--- src/logic/uartPkg.sv ---
////////////////////////////////////////////////////////////
// shared types for the serial port subsystem
// widths, FSM state encodings and the status flags word
// imported by every RTL block and by the testbench
////////////////////////////////////////////////////////////

`default_nettype none

package uartPkg;

	// frame format, fixed at one byte per character
	localparam int dataBits = 8;

	////////////////////////////////////////////////////////////
	// vector types
	////////////////////////////////////////////////////////////

	typedef logic [dataBits-1:0] uartByte_t;	// one serial character
	typedef logic [3:0] tickCount_t;	// 16x oversampling ticks within a bit
	typedef logic [2:0] bitIndex_t;	// data bit position 0..7

	////////////////////////////////////////////////////////////
	// FSM states
	////////////////////////////////////////////////////////////

	typedef enum logic [1:0] {
		rxIdle,
		rxStart,
		rxData,
		rxStop
	} rxState_t;

	typedef enum logic [1:0] {
		txIdle,
		txStart,
		txData,
		txStop
	} txState_t;

	// processor-visible flags, one per FIFO edge condition
	typedef struct packed {
		logic rxEmpty;	// nothing to read
		logic rxFull;	// further frames get dropped
		logic txEmpty;	// transmitter has nothing queued
		logic txFull;	// further writes get dropped
	} uartStatus_t;

endpackage

`default_nettype wire

--- src/logic/baudTickGen.sv ---
////////////////////////////////////////////////////////////
// oversampling strobe generator
// one-cycle sTick every clkPerTick clocks, 16 ticks per bit
////////////////////////////////////////////////////////////

`timescale 1ns/1ps
`default_nettype none

module baudTickGen #(
	parameter int clkPerTick = 4
) (
	input  logic clk,
	input  logic reset,
	output logic sTick
);

	// keep at least one bit even for a divide by one
	localparam int cntWidth = (clkPerTick > 1) ? $clog2(clkPerTick) : 1;
	localparam logic [cntWidth-1:0] reloadVal = cntWidth'(clkPerTick - 1);

	logic [cntWidth-1:0] cntReg;	// free running down counter

	always_ff @(posedge clk or posedge reset)
	begin
		if (reset)
		begin
			cntReg <= reloadVal;
			sTick <= 1'b0;
		end
		else if (cntReg == '0)
		begin
			cntReg <= reloadVal;	// wrap and fire
			sTick <= 1'b1;
		end
		else
		begin
			cntReg <= cntReg - 1'b1;
			sTick <= 1'b0;	// strobe is a single cycle
		end
	end

endmodule

`default_nettype wire

--- src/logic/uartRec.sv ---
////////////////////////////////////////////////////////////
// serial receiver, 16x oversampled, 8 data bits LSB first
// samples each bit at its middle, pulses rxDoneTick with
// the byte valid on rxByte at the end of the stop bit
////////////////////////////////////////////////////////////

`timescale 1ns/1ps
`default_nettype none

module uartRec #(
	parameter int stopTicks = 16	// 16 ticks is one stop bit
) (
	input  logic clk,
	input  logic reset,
	input  logic sTick,
	input  logic rx,
	output logic rxDoneTick,
	output uartPkg::uartByte_t rxByte
);

	import uartPkg::*;

	rxState_t stateReg, stateNext;
	tickCount_t sReg, sNext;	// ticks within current bit
	bitIndex_t nReg, nNext;	// data bits received so far
	uartByte_t bReg, bNext;	// shift register, fills from the top

	////////////////////////////////////////////////////////////
	// registers
	////////////////////////////////////////////////////////////

	always_ff @(posedge clk or posedge reset)
	begin
		if (reset)
		begin
			stateReg <= rxIdle;
			sReg <= '0;
			nReg <= '0;
		end
		else
		begin
			stateReg <= stateNext;
			sReg <= sNext;
			nReg <= nNext;
		end
	end

	always_ff @(posedge clk)
	begin
		bReg <= bNext;	// data only, qualified by rxDoneTick
	end

	////////////////////////////////////////////////////////////
	// next state logic
	////////////////////////////////////////////////////////////

	always_comb
	begin
		stateNext = stateReg;
		sNext = sReg;
		nNext = nReg;
		bNext = bReg;
		rxDoneTick = 1'b0;

		case (stateReg)
			rxIdle:
				if (!rx)	// falling edge, start bit begins
				begin
					stateNext = rxStart;
					sNext = '0;
				end
			rxStart:
				if (sTick)
				begin
					if (sReg == tickCount_t'(7))	// middle of start bit
					begin
						sNext = '0;
						nNext = '0;
						// line back high here means a glitch, not a frame
						stateNext = rx ? rxIdle : rxData;
					end
					else
						sNext = sReg + tickCount_t'(1);
				end
			rxData:
				if (sTick)
				begin
					if (sReg == tickCount_t'(15))	// middle of next data bit
					begin
						sNext = '0;
						bNext = {rx, bReg[dataBits-1:1]};	// LSB arrives first
						if (nReg == bitIndex_t'(dataBits - 1))
							stateNext = rxStop;
						else
							nNext = nReg + bitIndex_t'(1);
					end
					else
						sNext = sReg + tickCount_t'(1);
				end
			rxStop:
				if (sTick)
				begin
					if (sReg == tickCount_t'(stopTicks - 1))
					begin
						stateNext = rxIdle;
						rxDoneTick = 1'b1;	// byte complete
					end
					else
						sNext = sReg + tickCount_t'(1);
				end
			default:
				stateNext = rxIdle;
		endcase
	end

	assign rxByte = bReg;

endmodule

`default_nettype wire

--- src/logic/uartTrans.sv ---
////////////////////////////////////////////////////////////
// serial transmitter, same frame as the receiver
// takes a byte from idle when txValid is high, pulses
// txTaken, then sends start, 8 bits LSB first, stop
////////////////////////////////////////////////////////////

`timescale 1ns/1ps
`default_nettype none

module uartTrans #(
	parameter int stopTicks = 16
) (
	input  logic clk,
	input  logic reset,
	input  logic sTick,
	input  logic txValid,
	input  uartPkg::uartByte_t txByte,
	output logic txTaken,
	output logic tx
);

	import uartPkg::*;

	txState_t stateReg, stateNext;
	tickCount_t sReg, sNext;	// ticks spent in current bit
	bitIndex_t nReg, nNext;	// data bits sent
	uartByte_t bReg, bNext;	// shifts right, bit 0 is on the line
	logic txReg, txNext;	// registered line, no glitches

	always_ff @(posedge clk or posedge reset)
	begin
		if (reset)
		begin
			stateReg <= txIdle;
			sReg <= '0;
			nReg <= '0;
			txReg <= 1'b1;	// line idles high
		end
		else
		begin
			stateReg <= stateNext;
			sReg <= sNext;
			nReg <= nNext;
			txReg <= txNext;
		end
	end

	always_ff @(posedge clk)
	begin
		bReg <= bNext;
	end

	////////////////////////////////////////////////////////////
	// next state logic, line level set on each transition
	////////////////////////////////////////////////////////////

	always_comb
	begin
		stateNext = stateReg;
		sNext = sReg;
		nNext = nReg;
		bNext = bReg;
		txNext = txReg;
		txTaken = 1'b0;

		case (stateReg)
			txIdle:
			begin
				txNext = 1'b1;
				if (txValid)
				begin
					txTaken = 1'b1;	// pops the tx FIFO head
					bNext = txByte;
					sNext = '0;
					txNext = 1'b0;	// start bit
					stateNext = txStart;
				end
			end
			txStart:
				if (sTick)
				begin
					if (sReg == tickCount_t'(15))
					begin
						sNext = '0;
						nNext = '0;
						txNext = bReg[0];	// first data bit
						stateNext = txData;
					end
					else
						sNext = sReg + tickCount_t'(1);
				end
			txData:
				if (sTick)
				begin
					if (sReg == tickCount_t'(15))
					begin
						sNext = '0;
						bNext = {1'b0, bReg[dataBits-1:1]};
						if (nReg == bitIndex_t'(dataBits - 1))
						begin
							txNext = 1'b1;	// stop bit
							stateNext = txStop;
						end
						else
						begin
							txNext = bReg[1];	// next bit after the shift
							nNext = nReg + bitIndex_t'(1);
						end
					end
					else
						sNext = sReg + tickCount_t'(1);
				end
			txStop:
				if (sTick)
				begin
					if (sReg == tickCount_t'(stopTicks - 1))
						stateNext = txIdle;	// ready for the next byte
					else
						sNext = sReg + tickCount_t'(1);
				end
			default:
				stateNext = txIdle;
		endcase
	end

	assign tx = txReg;

endmodule

`default_nettype wire

--- src/logic/uartFifo.sv ---
////////////////////////////////////////////////////////////
// first-word-fall-through byte FIFO, 2**fifoAddrWidth deep
// head byte sits on rdData whenever empty is low
// writes when full and reads when empty are dropped
////////////////////////////////////////////////////////////

`timescale 1ns/1ps
`default_nettype none

module uartFifo #(
	parameter int fifoAddrWidth = 4
) (
	input  logic clk,
	input  logic reset,
	input  logic wrEn,
	input  logic rdEn,
	input  uartPkg::uartByte_t wrData,
	output uartPkg::uartByte_t rdData,
	output logic empty,
	output logic full
);

	import uartPkg::*;

	localparam int depth = 1 << fifoAddrWidth;

	uartByte_t mem [depth];

	// one extra bit tells a full lap from an empty one
	logic [fifoAddrWidth:0] wrPtr;
	logic [fifoAddrWidth:0] rdPtr;
	logic wrOk;
	logic rdOk;

	assign wrOk = wrEn && !full;
	assign rdOk = rdEn && !empty;

	////////////////////////////////////////////////////////////
	// pointers
	////////////////////////////////////////////////////////////

	always_ff @(posedge clk or posedge reset)
	begin
		if (reset)
		begin
			wrPtr <= '0;
			rdPtr <= '0;
		end
		else
		begin
			if (wrOk)
				wrPtr <= wrPtr + 1'b1;
			if (rdOk)
				rdPtr <= rdPtr + 1'b1;	// head moves on next edge
		end
	end

	// storage
	always_ff @(posedge clk)
	begin
		if (wrOk)
			mem[wrPtr[fifoAddrWidth-1:0]] <= wrData;
	end

	////////////////////////////////////////////////////////////
	// flags and head
	////////////////////////////////////////////////////////////

	assign empty = (wrPtr == rdPtr);
	assign full = (wrPtr[fifoAddrWidth] != rdPtr[fifoAddrWidth]) &&
		(wrPtr[fifoAddrWidth-1:0] == rdPtr[fifoAddrWidth-1:0]);	// same slot, other lap

	assign rdData = mem[rdPtr[fifoAddrWidth-1:0]];	// fall through, no read latency

endmodule

`default_nettype wire

--- src/logic/uartCore.sv ---
////////////////////////////////////////////////////////////
// serial port top, tick generator, receiver, transmitter
// and one FIFO per direction
// processor side uses wrStrobe/rdStrobe and the status word
////////////////////////////////////////////////////////////

`timescale 1ns/1ps
`default_nettype none

module uartCore #(
	parameter int clkPerTick = 4,	// 64 clocks per bit at default
	parameter int stopTicks = 16,
	parameter int fifoAddrWidth = 4	// 16 entries each way
) (
	input  logic clk,
	input  logic reset,
	input  logic rx,
	input  logic wrStrobe,
	input  logic rdStrobe,
	input  uartPkg::uartByte_t wrData,
	output uartPkg::uartByte_t rdData,
	output logic tx,
	output uartPkg::uartStatus_t status
);

	import uartPkg::*;

	logic sTick;	// shared 16x timebase
	logic rxDoneTick;
	uartByte_t rxByte;
	logic rxEmpty, rxFull;
	logic txEmpty, txFull;
	logic txValid, txTaken;
	uartByte_t txByte;

	////////////////////////////////////////////////////////////
	// timebase
	////////////////////////////////////////////////////////////

	baudTickGen #(.clkPerTick(clkPerTick)) tickGen0 (
		.clk(clk),
		.reset(reset),
		.sTick(sTick)
	);

	////////////////////////////////////////////////////////////
	// receive path, line -> FSM -> FIFO -> processor
	////////////////////////////////////////////////////////////

	uartRec #(.stopTicks(stopTicks)) rec0 (
		.clk(clk),
		.reset(reset),
		.sTick(sTick),
		.rx(rx),
		.rxDoneTick(rxDoneTick),
		.rxByte(rxByte)
	);

	uartFifo #(.fifoAddrWidth(fifoAddrWidth)) rxFifo (
		.clk(clk),
		.reset(reset),
		.wrEn(rxDoneTick),	// one push per frame
		.rdEn(rdStrobe),
		.wrData(rxByte),
		.rdData(rdData),
		.empty(rxEmpty),
		.full(rxFull)
	);

	////////////////////////////////////////////////////////////
	// transmit path, processor -> FIFO -> FSM -> line
	////////////////////////////////////////////////////////////

	uartFifo #(.fifoAddrWidth(fifoAddrWidth)) txFifo (
		.clk(clk),
		.reset(reset),
		.wrEn(wrStrobe),
		.rdEn(txTaken),	// popped when the FSM latches the head
		.wrData(wrData),
		.rdData(txByte),
		.empty(txEmpty),
		.full(txFull)
	);

	assign txValid = !txEmpty;

	uartTrans #(.stopTicks(stopTicks)) trans0 (
		.clk(clk),
		.reset(reset),
		.sTick(sTick),
		.txValid(txValid),
		.txByte(txByte),
		.txTaken(txTaken),
		.tx(tx)
	);

	// status word straight from the FIFO flags
	assign status = '{rxEmpty: rxEmpty, rxFull: rxFull, txEmpty: txEmpty, txFull: txFull};

endmodule

`default_nettype wire

--- config.mk ---
export PLATFORM = sky130hd
export DESIGN_NAME = uartCore
export DESIGN_NICKNAME = d
export VERILOG_FILES = /design/src/logic/uartPkg.sv /design/src/logic/baudTickGen.sv /design/src/logic/uartRec.sv /design/src/logic/uartTrans.sv /design/src/logic/uartFifo.sv /design/src/logic/uartCore.sv
export SDC_FILE = /design/constraint.sdc
export NUM_CORES = 1
export LEC_CHECK = 0
export BUFFER_PORTS_ARGS = -buffer_cell sky130_fd_sc_hd__buf_2
export CORE_MARGIN = 2
export CORE_UTILIZATION = 45
export CTS_BUF_LIST = sky130_fd_sc_hd__clkbuf_4 sky130_fd_sc_hd__clkbuf_8
export DETAILED_ROUTE_END_ITERATION = 16
export GPL_TIMING_DRIVEN = 1
export PLACE_DENSITY = 0.71
export SYNTH_ARGS = -nofsm -noshare
export SYNTH_HDL_FRONTEND = slang
export SYNTH_SLANG_ARGS = --single-unit
--- constraint.sdc ---
create_clock -name clk -period 3.9 [get_ports clk]
set_clock_uncertainty 0.2 [all_clocks]
set_input_delay 0.585 -clock clk [delete_from_list [all_inputs] [get_ports clk]]
set_output_delay 0.585 -clock clk [all_outputs]
set_load 0.05 [all_outputs]
# Yosys cells after proc, flatten, opt, wreduce, memory -nomap -nowiden
# Memory sizes are Yosys's and may differ from the RTL's.
# Cells that the tools add are included.
totals:
  n_memories: 2
  regBits: 58
  mem_bits_rw: 256
classes:
  addsub: 9
  eq_ne: 38
  mux: 67
  n_reduce_logical: 27
mem_list:
  columns: ["memory", "words", "word_bits", "read_ports", "rd_clocked_by_memory_dff", "wr", "line_no", "text"]
  rows:
  - ["rxFifo.mem", 16, 8, 1, 0, 1, "uartFifo.sv:27", "uartByte_t mem [depth];"]
  - ["txFifo.mem", 16, 8, 1, 0, 1, "uartFifo.sv:27", null]
ops:
  columns: ["cell", "count"]
  rows:
  - ["$mux W4", 12]
  - ["$mux W2", 18]
  - ["$mux W3", 10]
  - ["$mux W8", 3]
  - ["$ne A2 B2 Y1 const B", 12]
  - ["$add A5 B1 Y5 const B", 4]
  - ["$ne A2 B1 Y1 const B", 9]
  - ["$mux W1", 16]
  - ["$pmux W2 S4", 2]
  - ["$pmux W4 S4", 1]
  - ["$pmux W8 S2", 1]
  - ["$reduce_and A8 Y1", 2]
  - ["$pmux W3 S2", 2]
  - ["$pmux W4 S3", 1]
  - ["$reduce_and A6 Y1", 2]
  - ["$eq A5 B5 Y1", 2]
  - ["$reduce_and A5 Y1", 2]
  - ["$add A4 B1 Y4 const B", 2]
  - ["$eq A2 B2 Y1 const B", 4]
  - ["$eq A4 B4 Y1", 2]
  - ["$eq A4 B4 Y1 const B", 2]
  - ["$reduce_and A4 Y1", 2]
  - ["$add A3 B1 Y3 const B", 2]
  - ["$eq A3 B3 Y1 const B", 2]
  - ["other kinds (12)", 26]

# Logic depth before layout (Yosys ltp)
# Gate-level depths: netlist of the first run.
depth:
  word_depth: 7
  ltp_mapped: 8

# By module
# From an unflattened synthesis of the first run, not the netlist that was laid out.
hier_totals:
  hier_cells: 716
  hier_area_um2: 13316.5
modules_own_cells:
  columns: ["module", "area_per_inst_um2", "n_inst", "seq_area_each_um2", "cells_per_inst"]
  rows:
  - ["uartFifo", 5654.2, 2, 4093.9, 278]
  - ["uartTrans", 1013.5, 1, 491.7, 84]
  - ["uartRec", 849.6, 1, 465.4, 62]
  - ["baudTickGen", 111.4, 1, 77.6, 9]
  - ["uartCore", 33.8, 1, 0.0, 5]

# Worst setup path before layout of the first run
# Ideal clock, no wire load.
synth_path:
  path_kind: "register to output"
  start: "reg rxFifo.rdPtr[0]"
  end: "out rdData[0]"
  n_path_buf: 2
  required_time_ps: 3115
  arrival_time_ps: 1807
  path_slack_ps: 1308
  stages_incl_launch_ff: 5
  cell_sequence: "dfrtp_1 -> buf_4 -> buf_6 -> mux4_2 -> mux4_2"
synth_via:
  elab_chain_cells: 1
synth_lines:
  columns: ["item", "line_no", "text"]
  rows:
  - ["from (decl)", "uartFifo.sv:31", "logic [fifoAddrWidth:0] rdPtr;"]
  - ["from (signal assigned)", "uartFifo.sv:54", "rdPtr <= rdPtr + 1'b1;"]
  - ["$mem_v2 Z16 W8", null, null]
  - ["to (decl)", "uartCore.sv:21", "output uartPkg::uartByte_t rdData,"]
# Every way passes these cells.

# Worst setup path in the final report of the first run
layout_path:
  start: "reg rxFifo.rdPtr[1]"
  end: "out rdData[6]"
# Same word-level chain as after synthesis.

==> impl_metrics.csv, run 1 <==
group,metric,value,unit
placed_design,placed_cell_area,13500,um2
timing,tightest_slew,0.980,ns
route,routed_wl,24100,um
synth,ys.flop_type,"edfxtp_1",
layout,syn_to_final_growth,12.4,%
clocking,clk_latency,0.60,ns
placed_design,gp_congestion,0.769,
route,routedWlPerCell,20.1,um
grt,overflow,0,
synth,synth-edff-count,272,
hold_path,hold_path_class,"input pin to flip-flop",
route,first_pass_iters,5,
grt,antenna_found_initial,1,
layout,finalCoreUtilization,0.510,
synth,yosys.area_share.simple,0.0514,
grt,track_usage,0.164,
grt,met2_usage,0.263,
status,outcome,"completed",
synth,syn_area,12900,um2
timing,setup_violations,0,
clocking,cts_root_buf,"clkbuf_8",
synth,syn_avg_cell_area,18.1,um2
die,coreArea,28500,um2
grt,globalRouteMet1Util,0.225,
grt,grt_max_degree,43,
die,fp.dieArea,30100,um2
route,route.vias.total,6468,
synth,syn_nets,749,
synth,synth_mux_area_frac,0.136,
grt,grt_pass1_wl,38000,um
synth,synthXorXnorAreaFrac,0.0210,
synth,synth_cells,714,
die,die_h,174,um
route,drt_iter0_markers,557,
clocking,htree_num_levels,2,
synth,synth_largest_area_cell,"edfxtp_1",
die,start_util,0.454,
worst_setup_path,critPathRequiredTime,3.12,ns
clocking,clk_pin_slew_worst_paths,0.06,ns
timing,final_max_slew_viol_count,0,
timing,maxSlewHeadroom,0.344,
hold_path,min_from,"rx",
power_and_ir_drop,power.density,596,nW/um2
synth,ys_seq_elements,314,
grt,grt_pass1_vias,6592,
worst_setup_path,path_max_fanout,24,
layout,drive_above_1_share,0.259,
clocking,cts_resized,0,
power_and_ir_drop,vdd_drop_max,0.297,mV
layout,nNetsFinal,810,
run,max_cap_viol_count,0,
placed_design,hpwlAfterDp,14500,um
route,drc_errors,0,
synth,ys_seq_area_frac,0.712,
route,vias_per_cell,5.39,
clocking,cts_tree,"yes",
timing,fin_crit_sh,0.871,
synth,synth-async-reset-ratio,0.134,
layout,n_antenna_cell,0,
clocking,cts_buffers,50,
timing,tns,0,ns
synth,yosys.area.top_type_share,0.631,
worst_setup_path,crit_path_start,"rxFifo.rdPtr[1]",
grt,top_usage_layer,"met2",
clocking,hold_buffers,1,
worst_setup_path,arrival,2.61,ns
route,ant_nets,0,
worst_setup_path,crit_path_start_kind,"flip-flop",
synth,synth_area_leaders,"edfxtp_1 63%, mux4_2 10%, dfrtp_1 7.5%",
timing,hold_viol_final,0,
clocking,cts_sinks,314,
clocking,postCtsSetupRepairBufs,0,
worst_setup_path,r2r_start,"txFifo.rdPtr[3]",
synth,synth_adder_area_share,0.0213,
synth,synth_top_family_by_area,"multiplexers",
clocking,cts_buffer_depth,3,
die,rows,62,
synth,ys_types,50,
timing,rsz0062_at_grt,"false",
power_and_ir_drop,leakage,5.16,nW
timing,hold_slack,0.0666,ns
timing,min_period,3.40,ns
placed_design,port_buffers,25,
grt,grt_use_met3,0.0371,
worst_setup_path,criticalPathCategory,"flip-flop to output pin",
timing,fmax,0.294,GHz
die,io_pins,26,
worst_setup_path,end_kind,"output pin",
synth,synth_compound_area_frac,0.0327,
die,die-width,174,um
layout,fin_area,14600,um2
synth,yosys_warnings,0,
## metrics by stage
step | std cells | setup WS [ns] | power [mW]
5_1_grt | 1199 | 0.394 | 9.07
6_report | 1199 | 0.503 | 8.68
3_5_place_dp | 1106 | 1.06 | 5.85
3_3_place_gp | 1106 | 1.09 | 5.82
2_1_floorplan | 714 | 1.31 | 5.48
4_1_cts | 1199 | 0.449 | 8.77
## final timing paths
path,to,slack [ns],depth (start not counted)
min in group asynchronous,txFifo.rdPtr[1],0.52,3
min reg2reg,tickGen0.cntReg[0],0.26,1
min,rec0.rxByte[7],0.07,1
max,rdData[6],0.50,4
max reg2reg,txFifo.mem[9][2],1.11,5
max in group asynchronous,txFifo.rdPtr[0],2.33,3
## cell type report
| class | instances | area [um2] |
|---|---|---|
| clock buffers | 77 | 953 |
| multi-input cells | 341 | 3390 |
| clock inverters | 15 | 125 |
| repair buffers | 47 | 305 |
| flip-flops and latches | 314 | 9230 |
| well taps | 384 | 480 |
| inverters | 21 | 78.8 |
| fillers | 2398 | 14000 |
## critical path, cell delays in order, from the launching register on
cell and delay (ns):
dfrtp_1 0.71, buf_12 0.27, mux4_2 0.31, mux4_2 0.52
buf_2 0.23
## routing by layer
metal / up-vias / share of wire
met5: - / 0.00029
met4: 2 / 0.025
met3: 50 / 0.059
met2: 185 / 0.48
met1: 3289 / 0.44
li1: 2942 / -
## cell families after synthesis
| group | count (synthesis) |
|---|---|
| xor gates and xnor gates | 31 |
| adders and majority gates | 22 |
| and+or+nand+nor | 130 |
| DFF | 314 |
| muxes | 93 |
| AOI/OAI and AO/OA | 65 |
| buffers and inverters | 59 |
## sequential cells by signal, indices dropped and copies added (netlist names), named ones only
register and count:
trans0.bReg 8, txFifo.mem 128, txFifo.wrPtr 5, rxFifo.mem 128
trans0.stateReg 2, rxFifo.wrPtr 5, rec0.sReg 4, tickGen0.sTick 1
tickGen0.cntReg 2, trans0.nReg 3, rec0.nReg 3, rec0.rxByte 8
rec0.stateReg 1, trans0.sReg 4, txFifo.rdPtr 5, trans0.tx 1
rxFifo.rdPtr 5
## cells in the mapped netlist (2+ instances only)
cell type	n
o21ai_0	14
nand4_1	9
and2_1	2
nand3_1	10
nand2_1	26
and3_1	17
mux2i_1	22
mux4_2	60
dfrtp_1	39
nor2b_1	8
or2_2	4
a31oi_1	4
nor3_1	12
buf_6	6
buf_4	8
clkbuf_1	9
a21oi_1	12
a21o_1	2
nor2_1	28
dfstp_2	3
clkbuf_4	2
buf_2	11
ha_1	22
o22ai_1	9
mux2_2	6
nand2b_1	3
a22o_1	13
edfxtp_1	272
a211oi_1	3
xnor2_1	25
nor4_1	5
a22oi_1	2
inv_1	21
mux4_1	4
xor2_1	6
## cells in the final DEF, fill, tap and decap left out, drive strengths merged, types with 3 or more instances in the layout
master  synthesis  routed
a211oi          3       3
a21oi          12      12
a22o           13      13
a31oi           4       4
and3           17      17
buf            27      46
clkbuf         11      77
clkinv          0      11
dfrtp          39      39
dfstp           3       3
edfxtp        272     272
ha             22      22
inv            21      24
mux2            7       7
mux2i          22      22
mux4           64      64
nand2          26      26
nand2b          3       3
nand3          10      10
nand4           9       9
nor2           28      28
nor2b           8       8
nor3           12      12
nor4            5       5
o21ai          15      15
o22ai           9       9
or2             5       5
xnor2          25      25
xor2            6       6
## power breakdown
group | total, mW | internal [mW] | switching (mW) | leakage (nW)
logic | 1.72 | 0.756 | 0.963 | 1.62
registers | 4.04 | 3.85 | 0.192 | 2.97
clock network | 2.92 | 1.64 | 1.27 | 0.576
Note: power is estimated with default switching activity, not from simulation.
==> inputs of run 2 (changes only) <==
CTS_BUF_LIST = sky130_fd_sc_hd__clkbuf_16   (was sky130_fd_sc_hd__clkbuf_4 sky130_fd_sc_hd__clkbuf_8)
==> run 2 against run 1 <==
Final area is 0.23% lower. Largest power group unchanged. Critical path type unchanged. Final cell count is 2.8% lower. Combinational power hardly changed. Sequential cell count stayed put. Critical path depth stayed put.
==> impl_metrics.csv, run 2 (synthesis results as in run 1) <==
group,metric,value,unit
placed_design,placed_cell_area,13500,um2
hold_path,hold_path_class,"input pin to asynchronous set/reset pin",
grt,overflow,0,
timing,maxSlewHeadroom,0.356,
layout,nFillCells,2364,
worst_setup_path,crit_path_start_kind,"flip-flop",
placed_design,hpwlAfterDp,14500,um
worst_setup_path,critPathCapture,"rdData[6]",
placed_design,port_buffers,25,
grt,track_usage,0.165,
layout,fin_cells,1166,
route,routed_wl,24200,um
layout,fin_area,14500,um2
timing,setup_slack,0.576,ns
route,vias_per_cell,5.52,
die,start_util,0.454,
route,routedWlPerCell,20.8,um
timing,min_period,3.32,ns
route,route.vias.total,6436,
layout,layout_common_cells,"272 x edfxtp_1, 60 x mux4_2, 37 x dfrtp_1",
timing,fmax,0.301,GHz
clocking,hold_buffers,0,
worst_setup_path,criticalPathCategory,"flip-flop to output pin",
die,die-width,174,um
layout,n_antenna_cell,0,
worst_setup_path,r2r_start,"txFifo.rdPtr[3]",
layout,drive_above_1_share,0.217,
worst_setup_path,reg2reg_slack,1.06,ns
worst_setup_path,worstPathCellList,"buf_12 > mux4_2 > mux4_2 > buf_2",
grt,grt_pass1_wl,37900,um
timing,tightest_slew,0.962,ns
grt,grt_use_met3,0.0336,
clocking,htree_num_levels,2,
die,die_h,174,um
grt,globalRouteMet1Util,0.224,
placed_design,gp_congestion,0.769,
placed_design,dp_worst_setup_slack,1.06,ns
power_and_ir_drop,leakage,5.13,nW
worst_setup_path,cpMostUsedCell,"mux4_2",
worst_setup_path,slowest_stage,"dfrtp_1",
run,max_cap_viol_count,0,
route,drt_iter0_markers,634,
worst_setup_path,rr_worst_depth,5,
clocking,cts_tree,"yes",
worst_setup_path,worstReg2RegEnd,"txFifo.mem[8][3]",
die,fp.dieArea,30100,um2
layout,syn_to_final_growth,12.2,%
timing,setup_violations,0,
timing,rsz0062_at_grt,"false",
route,first_pass_iters,5,
worst_setup_path,critPathRequiredTime,3.12,ns
clocking,clk_latency,0.52,ns
grt,antenna_found_initial,1,
worst_setup_path,slowest_delay,0.70,ns
layout,layout_commonest_cell,"edfxtp_1",
route,drc_errors,0,
worst_setup_path,arrival,2.54,ns
clocking,cts_buffers,34,
worst_setup_path,path_max_fanout,24,
timing,fin_crit_sh,0.852,
worst_setup_path,crit_path_start,"rxFifo.rdPtr[1]",
timing,final_max_slew_viol_count,0,
placed_design,dp.cells,1106,
worst_setup_path,end_kind,"output pin",
power_and_ir_drop,vdd_drop_max,0.327,mV
status,outcome,"completed",
clocking,clk_pin_slew_worst_paths,0.06,ns
route,ant_nets,0,
clocking,cts_buffer_depth,3,
timing,tns,0,ns
clocking,cts_sinks,314,
power_and_ir_drop,power.density,604,nW/um2
grt,top_usage_layer,"met2",
grt,grt_pass1_vias,6501,
timing,hold_viol_final,0,
die,coreArea,28500,um2
die,rows,62,
grt,met2_usage,0.267,
grt,grt_max_degree,43,
layout,nNetsFinal,793,
clocking,cts_resized,0,
power_and_ir_drop,power,8.78,mW
clocking,cts_root_buf,"clkbuf_16",
clocking,postCtsSetupRepairBufs,0,
die,io_pins,26,
-- run 2: cell types whose count changed in the layout (fill, tap and decap cells not counted), sizes merged --
cell	change
clkbuf	-42
inv	+8
bufinv	+1
clkinv	+1
dlygate4sd3	-1
-- run 2: report_power, final --
group	switching (mW)	internal (mW)	total (mW)
clock network	1.26	1.76	3.03
registers	0.192	3.85	4.04
logic	0.961	0.755	1.72
-- run 2: worst max-delay path: cells and delay by family, from the launching register on --
| family | cells | cell delay, ns |
|---|---|---|
| multiplexers | 2 | 0.82 |
| flip-flops | 1 | 0.70 |
| buffers and inverters | 2 | 0.50 |
-- run 2: layer usage --
| layer | routed length [um] | vias to the layer above | part of all wire |
|---|---|---|---|
| met5 | 7 | - | 0.00029 |
| met4 | 680 | 2 | 0.028 |
| met3 | 1330 | 48 | 0.055 |
| met2 | 11600 | 175 | 0.48 |
| met1 | 10600 | 3315 | 0.44 |
| li1 | - | 2896 | - |
-- run 2: through the flow --
step	util	hold slack [ns]
floorplan	-	0.233
global placement	0.472	0.238
detailed placement	0.472	0.248
CTS	0.509	0.0992
global route	0.509	0.105
finish	0.509	0.0619
-- run 2: worst min path at each step --
stage	endpoint	from	cells after the start	slack, ns
3_3_place_gp	tickGen0.cntReg[0]	tickGen0.cntReg[0]	1	0.24
5_1_grt	rec0.rxByte[7]	rx	1	0.10
2_1_floorplan	tickGen0.cntReg[0]	tickGen0.cntReg[0]	1	0.23
3_5_place_dp	tickGen0.cntReg[0]	tickGen0.cntReg[0]	1	0.25
4_1_cts	txFifo.rdPtr[4]	reset	2	0.1
6_report	txFifo.rdPtr[2]	reset	2	0.06
-- run 2: layout make-up --
| type | instances | area (um2) | share of cell area |
|---|---|---|---|
| sequential | 314 | 9230 | 0.635 |
| multi-input combinational | 341 | 3390 | 0.233 |
| clock buffer | 35 | 876 | 0.0603 |
| tap | 384 | 480 | 0.0331 |
| timing repair buffer | 46 | 295 | 0.0203 |
| clock inverter | 25 | 179 | 0.0123 |
| inverter | 21 | 78.8 | 0.00543 |
